--- config.mk ---
export PLATFORM = sky130hd
export DESIGN_NAME = sensor_console
export DESIGN_NICKNAME = d
export VERILOG_FILES = /design/src/hdl/sensor_pkg.sv /design/src/hdl/uart_rx.sv /design/src/hdl/uart_tx.sv /design/src/hdl/adc_spi_master.sv /design/src/hdl/console_fsm.sv /design/src/hdl/sensor_console.sv
export SDC_FILE = /design/constraint.sdc
export NUM_CORES = 1
export LEC_CHECK = 0
export ABC_AREA = 1
export BUFFER_PORTS_ARGS = -buffer_cell sky130_fd_sc_hd__buf_2
export CAP_MARGIN = 5
export CORE_MARGIN = 4
export CORE_UTILIZATION = 59
export CTS_BUF_LIST = sky130_fd_sc_hd__clkbuf_4
export CTS_CLUSTER_DIAMETER = 150
export DETAILED_ROUTE_END_ITERATION = 7
export GPL_ROUTABILITY_DRIVEN = 0
export GPL_TIMING_DRIVEN = 0
export HOLD_SLACK_MARGIN = 0.05
export PLACE_DENSITY = 0.78
export REMOVE_ABC_BUFFERS = 1
export SLEW_MARGIN = 20
export SYNTH_ARGS = -nofsm -noshare
export SYNTH_HDL_FRONTEND = slang
export SYNTH_SLANG_ARGS = --single-unit
--- constraint.sdc ---
create_clock -name clk -period 2.5 [get_ports clk]
set_clock_uncertainty 0.15 [all_clocks]
set_input_delay 0.5 -clock clk [delete_from_list [all_inputs] [get_ports clk]]
set_output_delay 0.5 -clock clk [all_outputs]
set_load 0.03 [all_outputs]
--- src/hdl/sensor_pkg.sv ---
package sensor_pkg;

    // ####################################################################
    // data widths
    // ####################################################################
    localparam int byte_w = 8;
    localparam int word_w = 16;

    // ####################################################################
    // packet types, upper nibble of a host or reply byte
    // ####################################################################
    localparam logic [3:0] bag_didx   = 4'b0101; // type query.
    localparam logic [3:0] bag_dparam = 4'b0110; // parameter write.
    localparam logic [3:0] bag_ddidx  = 4'b0111; // conversion request.

    localparam logic [3:0] bag_dlink  = 4'b1000; // link up.
    localparam logic [3:0] bag_dtype  = 4'b1001; // type reply.
    localparam logic [3:0] bag_dtemp  = 4'b1010; // parameter reply.
    localparam logic [3:0] bag_data0  = 4'b1101; // conversion reply.

    // ####################################################################
    // adc command codes, first byte of the spi command frame
    // ####################################################################
    localparam logic [7:0] adc_cmd_init = 8'h01;
    localparam logic [7:0] adc_cmd_type = 8'h02;
    localparam logic [7:0] adc_cmd_conf = 8'h03;
    localparam logic [7:0] adc_cmd_conv = 8'h04;

    // The 16-bit response word reads as a type record after a type command
    // and as a temperature record after a conf or conv command.
    typedef union packed {
        struct packed {
            logic [7:0] type_id;
            logic [7:0] revision;
        } type_view;
        struct packed {
            logic [11:0] temp;
            logic [3:0]  status;
        } conv_view;
    } adc_word_t;

endpackage

--- src/hdl/uart_rx.sv ---
`timescale 1ns/1ns

module uart_rx #(
    parameter int clks_per_bit = 8
) (
    input  logic                          clk,
    input  logic                          rst,
    input  logic                          rx_line,
    input  logic                          rx_take,
    output logic [sensor_pkg::byte_w-1:0] rx_byte,
    output logic                          rx_ready
);

    localparam int cnt_w = $clog2(clks_per_bit + 1);

    localparam logic [1:0] st_idle  = 2'd0;
    localparam logic [1:0] st_start = 2'd1;
    localparam logic [1:0] st_data  = 2'd2;
    localparam logic [1:0] st_stop  = 2'd3;

    logic                          rx_meta;
    logic                          rx_s;
    logic [1:0]                    state;
    logic [cnt_w-1:0]              cnt;
    logic [2:0]                    bit_idx;
    logic [sensor_pkg::byte_w-1:0] shift;

    always_ff @(posedge clk or posedge rst) begin
        if (rst) begin
            rx_meta <= 1'b1;
            rx_s    <= 1'b1;
        end else begin
            rx_meta <= rx_line; // two-flop synchronizer.
            rx_s    <= rx_meta;
        end
    end

    always_ff @(posedge clk or posedge rst) begin
        if (rst) begin
            state    <= st_idle;
            cnt      <= '0;
            bit_idx  <= '0;
            rx_ready <= 1'b0;
        end else begin
            if (rx_take) rx_ready <= 1'b0;
            case (state)
                st_idle: begin
                    cnt <= '0;
                    if (!rx_s) state <= st_start;
                end
                st_start: begin
                    if (cnt == cnt_w'(clks_per_bit / 2 - 1)) begin
                        cnt     <= '0;
                        bit_idx <= '0;
                        state   <= rx_s ? st_idle : st_data; // glitch check at mid start bit.
                    end else begin
                        cnt <= cnt + 1'b1;
                    end
                end
                st_data: begin
                    if (cnt == cnt_w'(clks_per_bit - 1)) begin
                        cnt <= '0;
                        if (bit_idx == 3'd7) state <= st_stop;
                        else bit_idx <= bit_idx + 1'b1;
                    end else begin
                        cnt <= cnt + 1'b1;
                    end
                end
                default: begin
                    if (cnt == cnt_w'(clks_per_bit - 1)) begin
                        state <= st_idle;
                        if (rx_s && !rx_ready) rx_ready <= 1'b1; // drop if still holding.
                    end else begin
                        cnt <= cnt + 1'b1;
                    end
                end
            endcase
        end
    end

    always_ff @(posedge clk) begin
        if (state == st_data && cnt == cnt_w'(clks_per_bit - 1))
            shift <= {rx_s, shift[7:1]}; // lsb first.
        if (state == st_stop && cnt == cnt_w'(clks_per_bit - 1) && rx_s && !rx_ready)
            rx_byte <= shift;
    end

endmodule

--- src/hdl/uart_tx.sv ---
`timescale 1ns/1ns

module uart_tx #(
    parameter int clks_per_bit = 8
) (
    input  logic                          clk,
    input  logic                          rst,
    input  logic                          tx_start,
    input  logic [sensor_pkg::byte_w-1:0] tx_byte,
    output logic                          tx_line,
    output logic                          tx_done
);

    localparam int cnt_w = $clog2(clks_per_bit + 1);

    logic             busy;
    logic [cnt_w-1:0] cnt;
    logic [3:0]       bit_idx;
    logic [9:0]       frame;

    assign tx_line = busy ? frame[0] : 1'b1; // idle high.

    always_ff @(posedge clk or posedge rst) begin
        if (rst) begin
            busy    <= 1'b0;
            cnt     <= '0;
            bit_idx <= '0;
            tx_done <= 1'b0;
        end else begin
            tx_done <= 1'b0;
            if (!busy) begin
                if (tx_start) begin
                    busy    <= 1'b1;
                    cnt     <= '0;
                    bit_idx <= '0;
                end
            end else if (cnt == cnt_w'(clks_per_bit - 1)) begin
                cnt <= '0;
                if (bit_idx == 4'd9) begin
                    busy    <= 1'b0;
                    tx_done <= 1'b1; // end of stop bit.
                end else begin
                    bit_idx <= bit_idx + 1'b1;
                end
            end else begin
                cnt <= cnt + 1'b1;
            end
        end
    end

    always_ff @(posedge clk) begin
        if (!busy && tx_start)
            frame <= {1'b1, tx_byte, 1'b0}; // stop, data, start.
        else if (busy && cnt == cnt_w'(clks_per_bit - 1))
            frame <= {1'b1, frame[9:1]};
    end

endmodule

--- src/hdl/adc_spi_master.sv ---
`timescale 1ns/1ns

module adc_spi_master #(
    parameter int sclk_div = 2
) (
    input  logic                          clk,
    input  logic                          rst,
    input  logic                          spi_start,
    input  logic [sensor_pkg::word_w-1:0] spi_cmd,
    output logic [sensor_pkg::word_w-1:0] spi_resp,
    output logic                          spi_done,
    output logic                          adc_cs_n,
    output logic                          adc_sclk,
    output logic                          adc_mosi,
    input  logic                          adc_miso
);

    localparam int div_w = $clog2(sclk_div + 1);

    localparam logic [1:0] st_idle = 2'd0;
    localparam logic [1:0] st_run  = 2'd1;
    localparam logic [1:0] st_fin  = 2'd2;

    logic [1:0]                    state;
    logic [div_w-1:0]              div_cnt;
    logic [4:0]                    bit_cnt;
    logic [sensor_pkg::word_w-2:0] shift_out;

    // ####################################################################
    // frame control, 16 bits out then 16 bits in under one cs_n low
    // ####################################################################
    always_ff @(posedge clk or posedge rst) begin
        if (rst) begin
            state    <= st_idle;
            div_cnt  <= '0;
            bit_cnt  <= '0;
            adc_cs_n <= 1'b1;
            adc_sclk <= 1'b0;
            adc_mosi <= 1'b0;
            spi_done <= 1'b0;
        end else begin
            spi_done <= 1'b0;
            case (state)
                st_idle: begin
                    if (spi_start) begin
                        state    <= st_run;
                        div_cnt  <= '0;
                        bit_cnt  <= '0;
                        adc_cs_n <= 1'b0;
                        adc_mosi <= spi_cmd[15]; // first bit ahead of first rise.
                    end
                end
                st_run: begin
                    if (div_cnt == div_w'(sclk_div - 1)) begin
                        div_cnt  <= '0;
                        adc_sclk <= ~adc_sclk;
                        if (adc_sclk) begin // falling edge.
                            adc_mosi <= (bit_cnt < 5'd15) ? shift_out[14] : 1'b0;
                            if (bit_cnt == 5'd31) state <= st_fin;
                            else bit_cnt <= bit_cnt + 1'b1;
                        end
                    end else begin
                        div_cnt <= div_cnt + 1'b1;
                    end
                end
                default: begin
                    state    <= st_idle;
                    adc_cs_n <= 1'b1;
                    adc_mosi <= 1'b0;
                    spi_done <= 1'b1;
                end
            endcase
        end
    end

    always_ff @(posedge clk) begin
        if (state == st_idle && spi_start)
            shift_out <= spi_cmd[14:0];
        else if (state == st_run && div_cnt == div_w'(sclk_div - 1)) begin
            if (adc_sclk)
                shift_out <= {shift_out[13:0], 1'b0};
            else if (bit_cnt[4])
                spi_resp <= {spi_resp[14:0], adc_miso}; // sample on rise, msb first.
        end
    end

endmodule

--- src/hdl/console_fsm.sv ---
`timescale 1ns/1ns

module console_fsm (
    input  logic                          clk,
    input  logic                          rst,
    input  logic [sensor_pkg::byte_w-1:0] rx_byte,
    input  logic                          rx_ready,
    output logic                          rx_take,
    output logic                          spi_start,
    output logic [sensor_pkg::word_w-1:0] spi_cmd,
    input  logic [sensor_pkg::word_w-1:0] spi_resp,
    input  logic                          spi_done,
    output logic                          tx_start,
    output logic [sensor_pkg::byte_w-1:0] tx_byte,
    input  logic                          tx_done
);

    // ####################################################################
    // state encoding, group in the upper nibble and step in the lower
    // ####################################################################
    localparam logic [3:0] grp_main  = 4'h0;
    localparam logic [3:0] grp_link  = 4'h1;
    localparam logic [3:0] grp_type  = 4'h2;
    localparam logic [3:0] grp_conf  = 4'h3;
    localparam logic [3:0] step_idle = 4'h0;
    localparam logic [3:0] step_send = 4'h3;
    localparam logic [3:0] step_data = 4'h4;

    localparam logic [7:0] main_idle = 8'h00, main_wait = 8'h01, main_take = 8'h02;
    localparam logic [7:0] link_idle = 8'h10, link_work = 8'h11, link_take = 8'h12;
    localparam logic [7:0] link_send = 8'h13, link_done = 8'h15;
    localparam logic [7:0] type_idle = 8'h20, type_work = 8'h21, type_take = 8'h22;
    localparam logic [7:0] type_send = 8'h23, type_data = 8'h24, type_done = 8'h25;
    localparam logic [7:0] conf_idle = 8'h30, conf_work = 8'h31, conf_take = 8'h32;
    localparam logic [7:0] conf_send = 8'h33, conf_data = 8'h34, conf_done = 8'h35;
    localparam logic [7:0] conv_idle = 8'h40, conv_work = 8'h41, conv_take = 8'h42;
    localparam logic [7:0] conv_send = 8'h43, conv_data = 8'h44, conv_done = 8'h45;

    logic [7:0]                    state;
    logic [7:0]                    next_state;
    logic [3:0]                    req_type;
    logic [3:0]                    req_data;
    logic [7:0]                    cmd_code;
    logic [sensor_pkg::byte_w-1:0] head_byte;
    logic [sensor_pkg::byte_w-1:0] data_byte;
    sensor_pkg::adc_word_t         resp_w;

    assign resp_w = spi_resp;

    assign rx_take   = (state == main_take);
    assign spi_start = (state[3:0] == step_idle) && (state[7:4] != grp_main);
    assign tx_byte   = (state[3:0] == step_data) ? data_byte : head_byte;

    always_comb begin
        case (state[7:4])
            grp_link: cmd_code = sensor_pkg::adc_cmd_init;
            grp_type: cmd_code = sensor_pkg::adc_cmd_type;
            grp_conf: cmd_code = sensor_pkg::adc_cmd_conf;
            default:  cmd_code = sensor_pkg::adc_cmd_conv;
        endcase
        spi_cmd = {cmd_code, 4'h0, (state[7:4] == grp_link) ? 4'h0 : req_data};
    end

    always_ff @(posedge clk or posedge rst) begin
        if (rst) begin
            state    <= main_idle;
            tx_start <= 1'b0;
        end else begin
            state    <= next_state;
            tx_start <= (next_state != state) &&
                        (next_state[3:0] == step_send || next_state[3:0] == step_data);
        end
    end

    // ####################################################################
    // next state
    // ####################################################################
    always_comb begin
        next_state = state;
        case (state)
            main_idle: next_state = link_idle;
            main_wait: if (rx_ready) next_state = main_take;
            main_take: begin
                if (req_type == sensor_pkg::bag_didx) next_state = type_idle;
                else if (req_type == sensor_pkg::bag_dparam) next_state = conf_idle;
                else if (req_type == sensor_pkg::bag_ddidx) next_state = conv_idle;
                else next_state = main_wait; // unknown type, byte dropped.
            end

            link_idle: next_state = link_work;
            link_work: if (spi_done) next_state = link_take;
            link_take: next_state = link_send;
            link_send: if (tx_done) next_state = link_done;
            link_done: next_state = main_wait;

            type_idle: next_state = type_work;
            type_work: if (spi_done) next_state = type_take;
            type_take: next_state = type_send;
            type_send: if (tx_done) next_state = type_data;
            type_data: if (tx_done) next_state = type_done;
            type_done: next_state = main_wait;

            conf_idle: next_state = conf_work;
            conf_work: if (spi_done) next_state = conf_take;
            conf_take: next_state = conf_send;
            conf_send: if (tx_done) next_state = conf_data;
            conf_data: if (tx_done) next_state = conf_done;
            conf_done: next_state = main_wait;

            conv_idle: next_state = conv_work;
            conv_work: if (spi_done) next_state = conv_take;
            conv_take: next_state = conv_send;
            conv_send: if (tx_done) next_state = conv_data;
            conv_data: if (tx_done) next_state = conv_done;
            conv_done: next_state = main_wait;

            default: next_state = main_idle;
        endcase
    end

    // request nibbles and reply bytes
    always_ff @(posedge clk) begin
        if (state == main_wait && rx_ready) begin
            req_type <= rx_byte[7:4];
            req_data <= rx_byte[3:0];
        end
        case (state)
            link_take: head_byte <= {sensor_pkg::bag_dlink, 4'h0};
            type_take: begin
                head_byte <= {sensor_pkg::bag_dtype, req_data}; // echo index.
                data_byte <= resp_w.type_view.type_id;
            end
            conf_take: begin
                head_byte <= {sensor_pkg::bag_dtemp, 4'h0};
                data_byte <= resp_w.conv_view.temp[11:4];
            end
            conv_take: begin
                head_byte <= {sensor_pkg::bag_data0, resp_w.conv_view.status};
                data_byte <= resp_w.conv_view.temp[11:4];
            end
            default: ;
        endcase
    end

endmodule

--- src/hdl/sensor_console.sv ---
`timescale 1ns/1ns

module sensor_console #(
    parameter int clks_per_bit = 8,
    parameter int sclk_div     = 2
) (
    input  logic clk,
    input  logic rst,
    input  logic rx_line,
    output logic tx_line,
    output logic adc_cs_n,
    output logic adc_sclk,
    output logic adc_mosi,
    input  logic adc_miso
);

    logic [sensor_pkg::byte_w-1:0] rx_byte;
    logic                          rx_ready;
    logic                          rx_take;
    logic [sensor_pkg::byte_w-1:0] tx_byte;
    logic                          tx_start;
    logic                          tx_done;
    logic [sensor_pkg::word_w-1:0] spi_cmd;
    logic [sensor_pkg::word_w-1:0] spi_resp;
    logic                          spi_start;
    logic                          spi_done;

    // ####################################################################
    // host link
    // ####################################################################
    uart_rx #(.clks_per_bit(clks_per_bit)) i_uart_rx (
        .clk(clk), .rst(rst), .rx_line(rx_line), .rx_take(rx_take),
        .rx_byte(rx_byte), .rx_ready(rx_ready)
    );

    uart_tx #(.clks_per_bit(clks_per_bit)) i_uart_tx (
        .clk(clk), .rst(rst), .tx_start(tx_start), .tx_byte(tx_byte),
        .tx_line(tx_line), .tx_done(tx_done)
    );

    // ####################################################################
    // adc link and sequencer
    // ####################################################################
    adc_spi_master #(.sclk_div(sclk_div)) i_adc_spi_master (
        .clk(clk), .rst(rst), .spi_start(spi_start), .spi_cmd(spi_cmd),
        .spi_resp(spi_resp), .spi_done(spi_done), .adc_cs_n(adc_cs_n),
        .adc_sclk(adc_sclk), .adc_mosi(adc_mosi), .adc_miso(adc_miso)
    );

    console_fsm i_console_fsm (
        .clk(clk), .rst(rst), .rx_byte(rx_byte), .rx_ready(rx_ready),
        .rx_take(rx_take), .spi_start(spi_start), .spi_cmd(spi_cmd),
        .spi_resp(spi_resp), .spi_done(spi_done), .tx_start(tx_start),
        .tx_byte(tx_byte), .tx_done(tx_done)
    );

endmodule

==> results.json <==
{
  "run_status": "completed",
  "dr.pass1.iters": 8,
  "grt_first_pass_wirelength_mm": 16.22,
  "grt_max_degree": 29,
  "grt_setup_unrepaired": "no",
  "clk_pin_slew_ns": 0.12,
  "dr_total_vias": 3616,
  "fin_crit_ns": 2.264,
  "cts_max_path_buffers": 2,
  "max_stage_delay_ns": 0.51,
  "dpl_cell_area_um2": 5532,
  "diodes": 0,
  "powerDensity_nw_per_um2": 899.6,
  "gr-usage-all-layers_pct": 19.87,
  "syn_inst": 525,
  "p_int_mw": 3.641,
  "crit_chain": "inv_2, nor2_4, inv_2, nor2_4, inv_2, nor3_2, buf_4",
  "tns_ns": 0,
  "place_inst": 638,
  "crit_required_ns": 2.56,
  "fp-row-count": 34,
  "regToRegSetupSlack_ns": 0.24,
  "min_period_over_period_pct": 90.55,
  "drtAntennaViolNets": 0,
  "endpoint_kind": "flip-flop",
  "hold_end": "i_uart_rx.rx_s$_DFF_PP1_",
  "finalMaxSlewViolations": 0,
  "ys_seq_area_share_pct": 63.95,
  "dieArea_um2": 10670,
  "wirelength_mm": 9.363,
  "r2r_cells": 7,
  "drc": 0,
  "r2r_start": "i_adc_spi_master.state[0]$_DFFE_PP0P_",
  "tightest_slew_ns": 0.6518,
  "net-switching-power_mw": 1.660,
  "min-delay-start": "i_uart_rx.rx_meta$_DFF_PP1_",
  "ys_ff_latch": 123,
  "insertion_delay_ns": 0.51,
  "drive_gt1_share_pct": 14.16,
  "synth_cell_types": 43,
  "yosys-top-cells-count": "120 x nand2_1, 74 x edfxtp_1, 59 x inv_1, 59 x nor2_1, 41 x dfrtp_1",
  "drt_iter0_markers": 222,
  "vias_per_cell": 5.373,
  "combPwrFrac_pct": 19.7,
  "synth.most_common_cell": "nand2_1",
  "p_sw_share_pct": 31.32,
  "cp_slowest_cell": "dfrtp_1",
  "die_w_um": 103.3,
  "worst-path-max-fanout": 11,
  "die_y_um": 103.3,
  "synthTopCellsByArea": "edfxtp_1 41%, dfrtp_1 19%, nand2_1 8.4%",
  "clock_sinks": 123,
  "dp_hpwl_mm": 6.682,
  "pwr-share-seq_pct": 50.9,
  "crit_path_frequent_cell": "inv_2",
  "nets": 564,
  "max_freq_ghz": 0.4418,
  "cts_tree": "done",
  "synth_top_flop_cell": "edfxtp_1",
  "p_leak_nw": 2.561,
  "grt_remaining_overflow": 0,
  "port_buffers": 7,
  "async_flop_share_pct": 35.77,
  "setup_viol": 0,
  "start_util_pct": 61.15,
  "peakVddDrop_mv": 0.5720,
  "hold_viol": 0,
  "finalNonFillerCells": 673,
  "post_drt_wl_per_cell_um": 13.91,
  "yosysTopAreaCellShare_pct": 41.47,
  "cts-buffers-inserted": 17,
  "htree_levels": 4,
  "critical_path_class": "flip-flop to flip-flop",
  "rr_endpoint": "i_adc_spi_master.spi_resp[6]$_DFFE_PP_",
  "hold_depth": 0,
  "synthesis.area_per_instance_um2": 10.21,
  "design_area_um2": 5893,
  "crit_arrival_ns": 2.32,
  "maxSlewHeadroom_pct": 56.39,
  "power_frac_clock_pct": 29.3,
  "grt_pass1_vias": 3685,
  "syn_area_um2": 5359,
  "syn2layout_area_growth_pct": 9.970,
  "synth-edff-count": 74,
  "antenna_found_initial": 0,
  "maxCapViolCount": 0,
  "io-pin-count": 8,
  "core_um2": 8763,
  "synth_top_area_cell": "edfxtp_1",
  "hold_class": "flip-flop to flip-flop",
  "worst_setup_path_start_kind": "flip-flop",
  "ys_warn_count": 0,
  "root_buffer": "clkbuf_4"
}
## how the worst max path moves through the flow
stage | startpoint | to | slack (ns) | depth (start not counted)
5_1_grt | i_adc_spi_master.state[0]$_DFFE_PP0P_ | i_adc_spi_master.spi_resp[0]$_DFFE_PP_ | 0.009 | 7
4_1_cts | i_console_fsm.state[2]$_DFF_PP0_ | i_adc_spi_master.shift_out[11]$_SDFFCE_PP0P_ | 0.11 | 7
3_3_place_gp | i_adc_spi_master.state[0]$_DFFE_PP0P_ | i_adc_spi_master.spi_resp[0]$_DFFE_PP_ | -0.76 | 6
6_report | i_adc_spi_master.state[0]$_DFFE_PP0P_ | i_adc_spi_master.spi_resp[6]$_DFFE_PP_ | 0.24 | 7
3_5_place_dp | i_uart_rx.cnt[0]$_DFFE_PP0P_ | i_uart_rx.shift[0]$_DFFE_PP_ | 0.13 | 5
2_1_floorplan | i_adc_spi_master.state[0]$_DFFE_PP0P_ | i_adc_spi_master.spi_resp[0]$_DFFE_PP_ | -0.08 | 6
## power by group through the flow
stage	Combinational, mW	Clock (mW)	Sequential (mW)
global placement	0.973	0	2.72
detailed placement	1.04	0	2.75
finish	1.05	1.56	2.70
floorplan	0.793	0	2.72
CTS	1.05	1.59	2.70
global route	1.21	1.70	2.74
## area by class of cell
| cell class | instances | area [µm²] |
|---|---|---|
| repair buffers | 12 | 92.59 |
| flip-flops and latches | 123 | 3427 |
| multi-input cells | 332 | 1667 |
| inverters | 66 | 247.7 |
| well taps | 108 | 135.1 |
| clock inverters | 15 | 196.4 |
| fillers | 637 | 2870 |
| clock buffers | 17 | 127.6 |
## worst max-delay path: cells and delay by family, from the launching register on
kind          cells  cell delay, ns
flops             1            0.51
simple gates      3            0.77
buf+inv           4            0.53
## through the flow
| step | hold WS (ns) | worst slack (ns) | power (mW) | util [%] |
|---|---|---|---|---|
| global placement | 0.1978 | -0.7577 | 3.697 | 62.75 |
| detailed placement | 0.2004 | 0.1263 | 3.788 | 63.12 |
| finish | 0.2174 | 0.2364 | 5.301 | 67.25 |
| CTS | 0.2183 | 0.1143 | 5.342 | 67.16 |
| global route | 0.2215 | 0.008660 | 5.645 | 67.25 |
| floorplan | 0.1952 | -0.07983 | 3.514 | - |
## cells by family (layout without fill, tap and decap cells)
group,after synthesis,count (layout),share of synthesized area (%)
other cells,1,2,0.06998
buf+inv,71,110,5.253
flops,123,123,63.95
simple gates,244,244,20.15
fa+ha+maj,8,8,1.868
compound gates,72,72,7.728
xor+xnor,6,6,0.9806
## flip-flops by register name, summed over array words and instances (netlist names), 2 cells and up
signal and cells:
i_adc_spi_master.bit_cnt 5, i_adc_spi_master.div_cnt 2, i_adc_spi_master.shift_out 15, i_adc_spi_master.spi_resp 16
i_adc_spi_master.state 2, i_console_fsm.data_byte 8, i_console_fsm.head_byte 7, i_console_fsm.req_data 4
i_console_fsm.req_type 4, i_console_fsm.state 8, i_uart_rx.bit_idx 3, i_uart_rx.cnt 4
i_uart_rx.rx_byte 8, i_uart_rx.shift 8, i_uart_rx.state 2, i_uart_tx.bit_idx 4
i_uart_tx.cnt 4, i_uart_tx.frame 9
## placed cells by master (no fill, tap or decap), drive strengths merged
cell type and instances:
nand4 6, conb 2, bufinv 4, o21ai 44, nor2 74, a21boi 1, clkinvlp 3, xor2 5
nor3 6, dfstp 3, a32o 1, a311oi 1, o32ai 1, buf 9, a21oi 11, o211ai 2
clkinv 3, or2 1, inv 71, a31oi 1, clkbuf 17, edfxtp 74, dlygate4sd3 3, dfxtp 5
o21a 1, nand3b 2, a211oi 1, nand3 29, ha 8, o31ai 3, a22oi 1, xnor2 1
nor3b 1, o22ai 3, nand2 125, dfrtp 41, a22o 1
## routing by layer
layer | share of wire, % | GRT usage (%)
met2 | 48 | 32.71
met1 | 44 | 24.42
met3 | 4.8 | 5.433
met4 | 2.8 | 9.462
met5 | 0 | 0
## timing repair
action | CTS | global route
gates resized for setup | 0 | 1
hold endpoints to repair | 16 | 0
hold buffers | 3 | 0
endpoints found under the setup margin | 0 | 11
setup buffers | 0 | 0
Note: power is estimated with default switching activity, not from simulation.
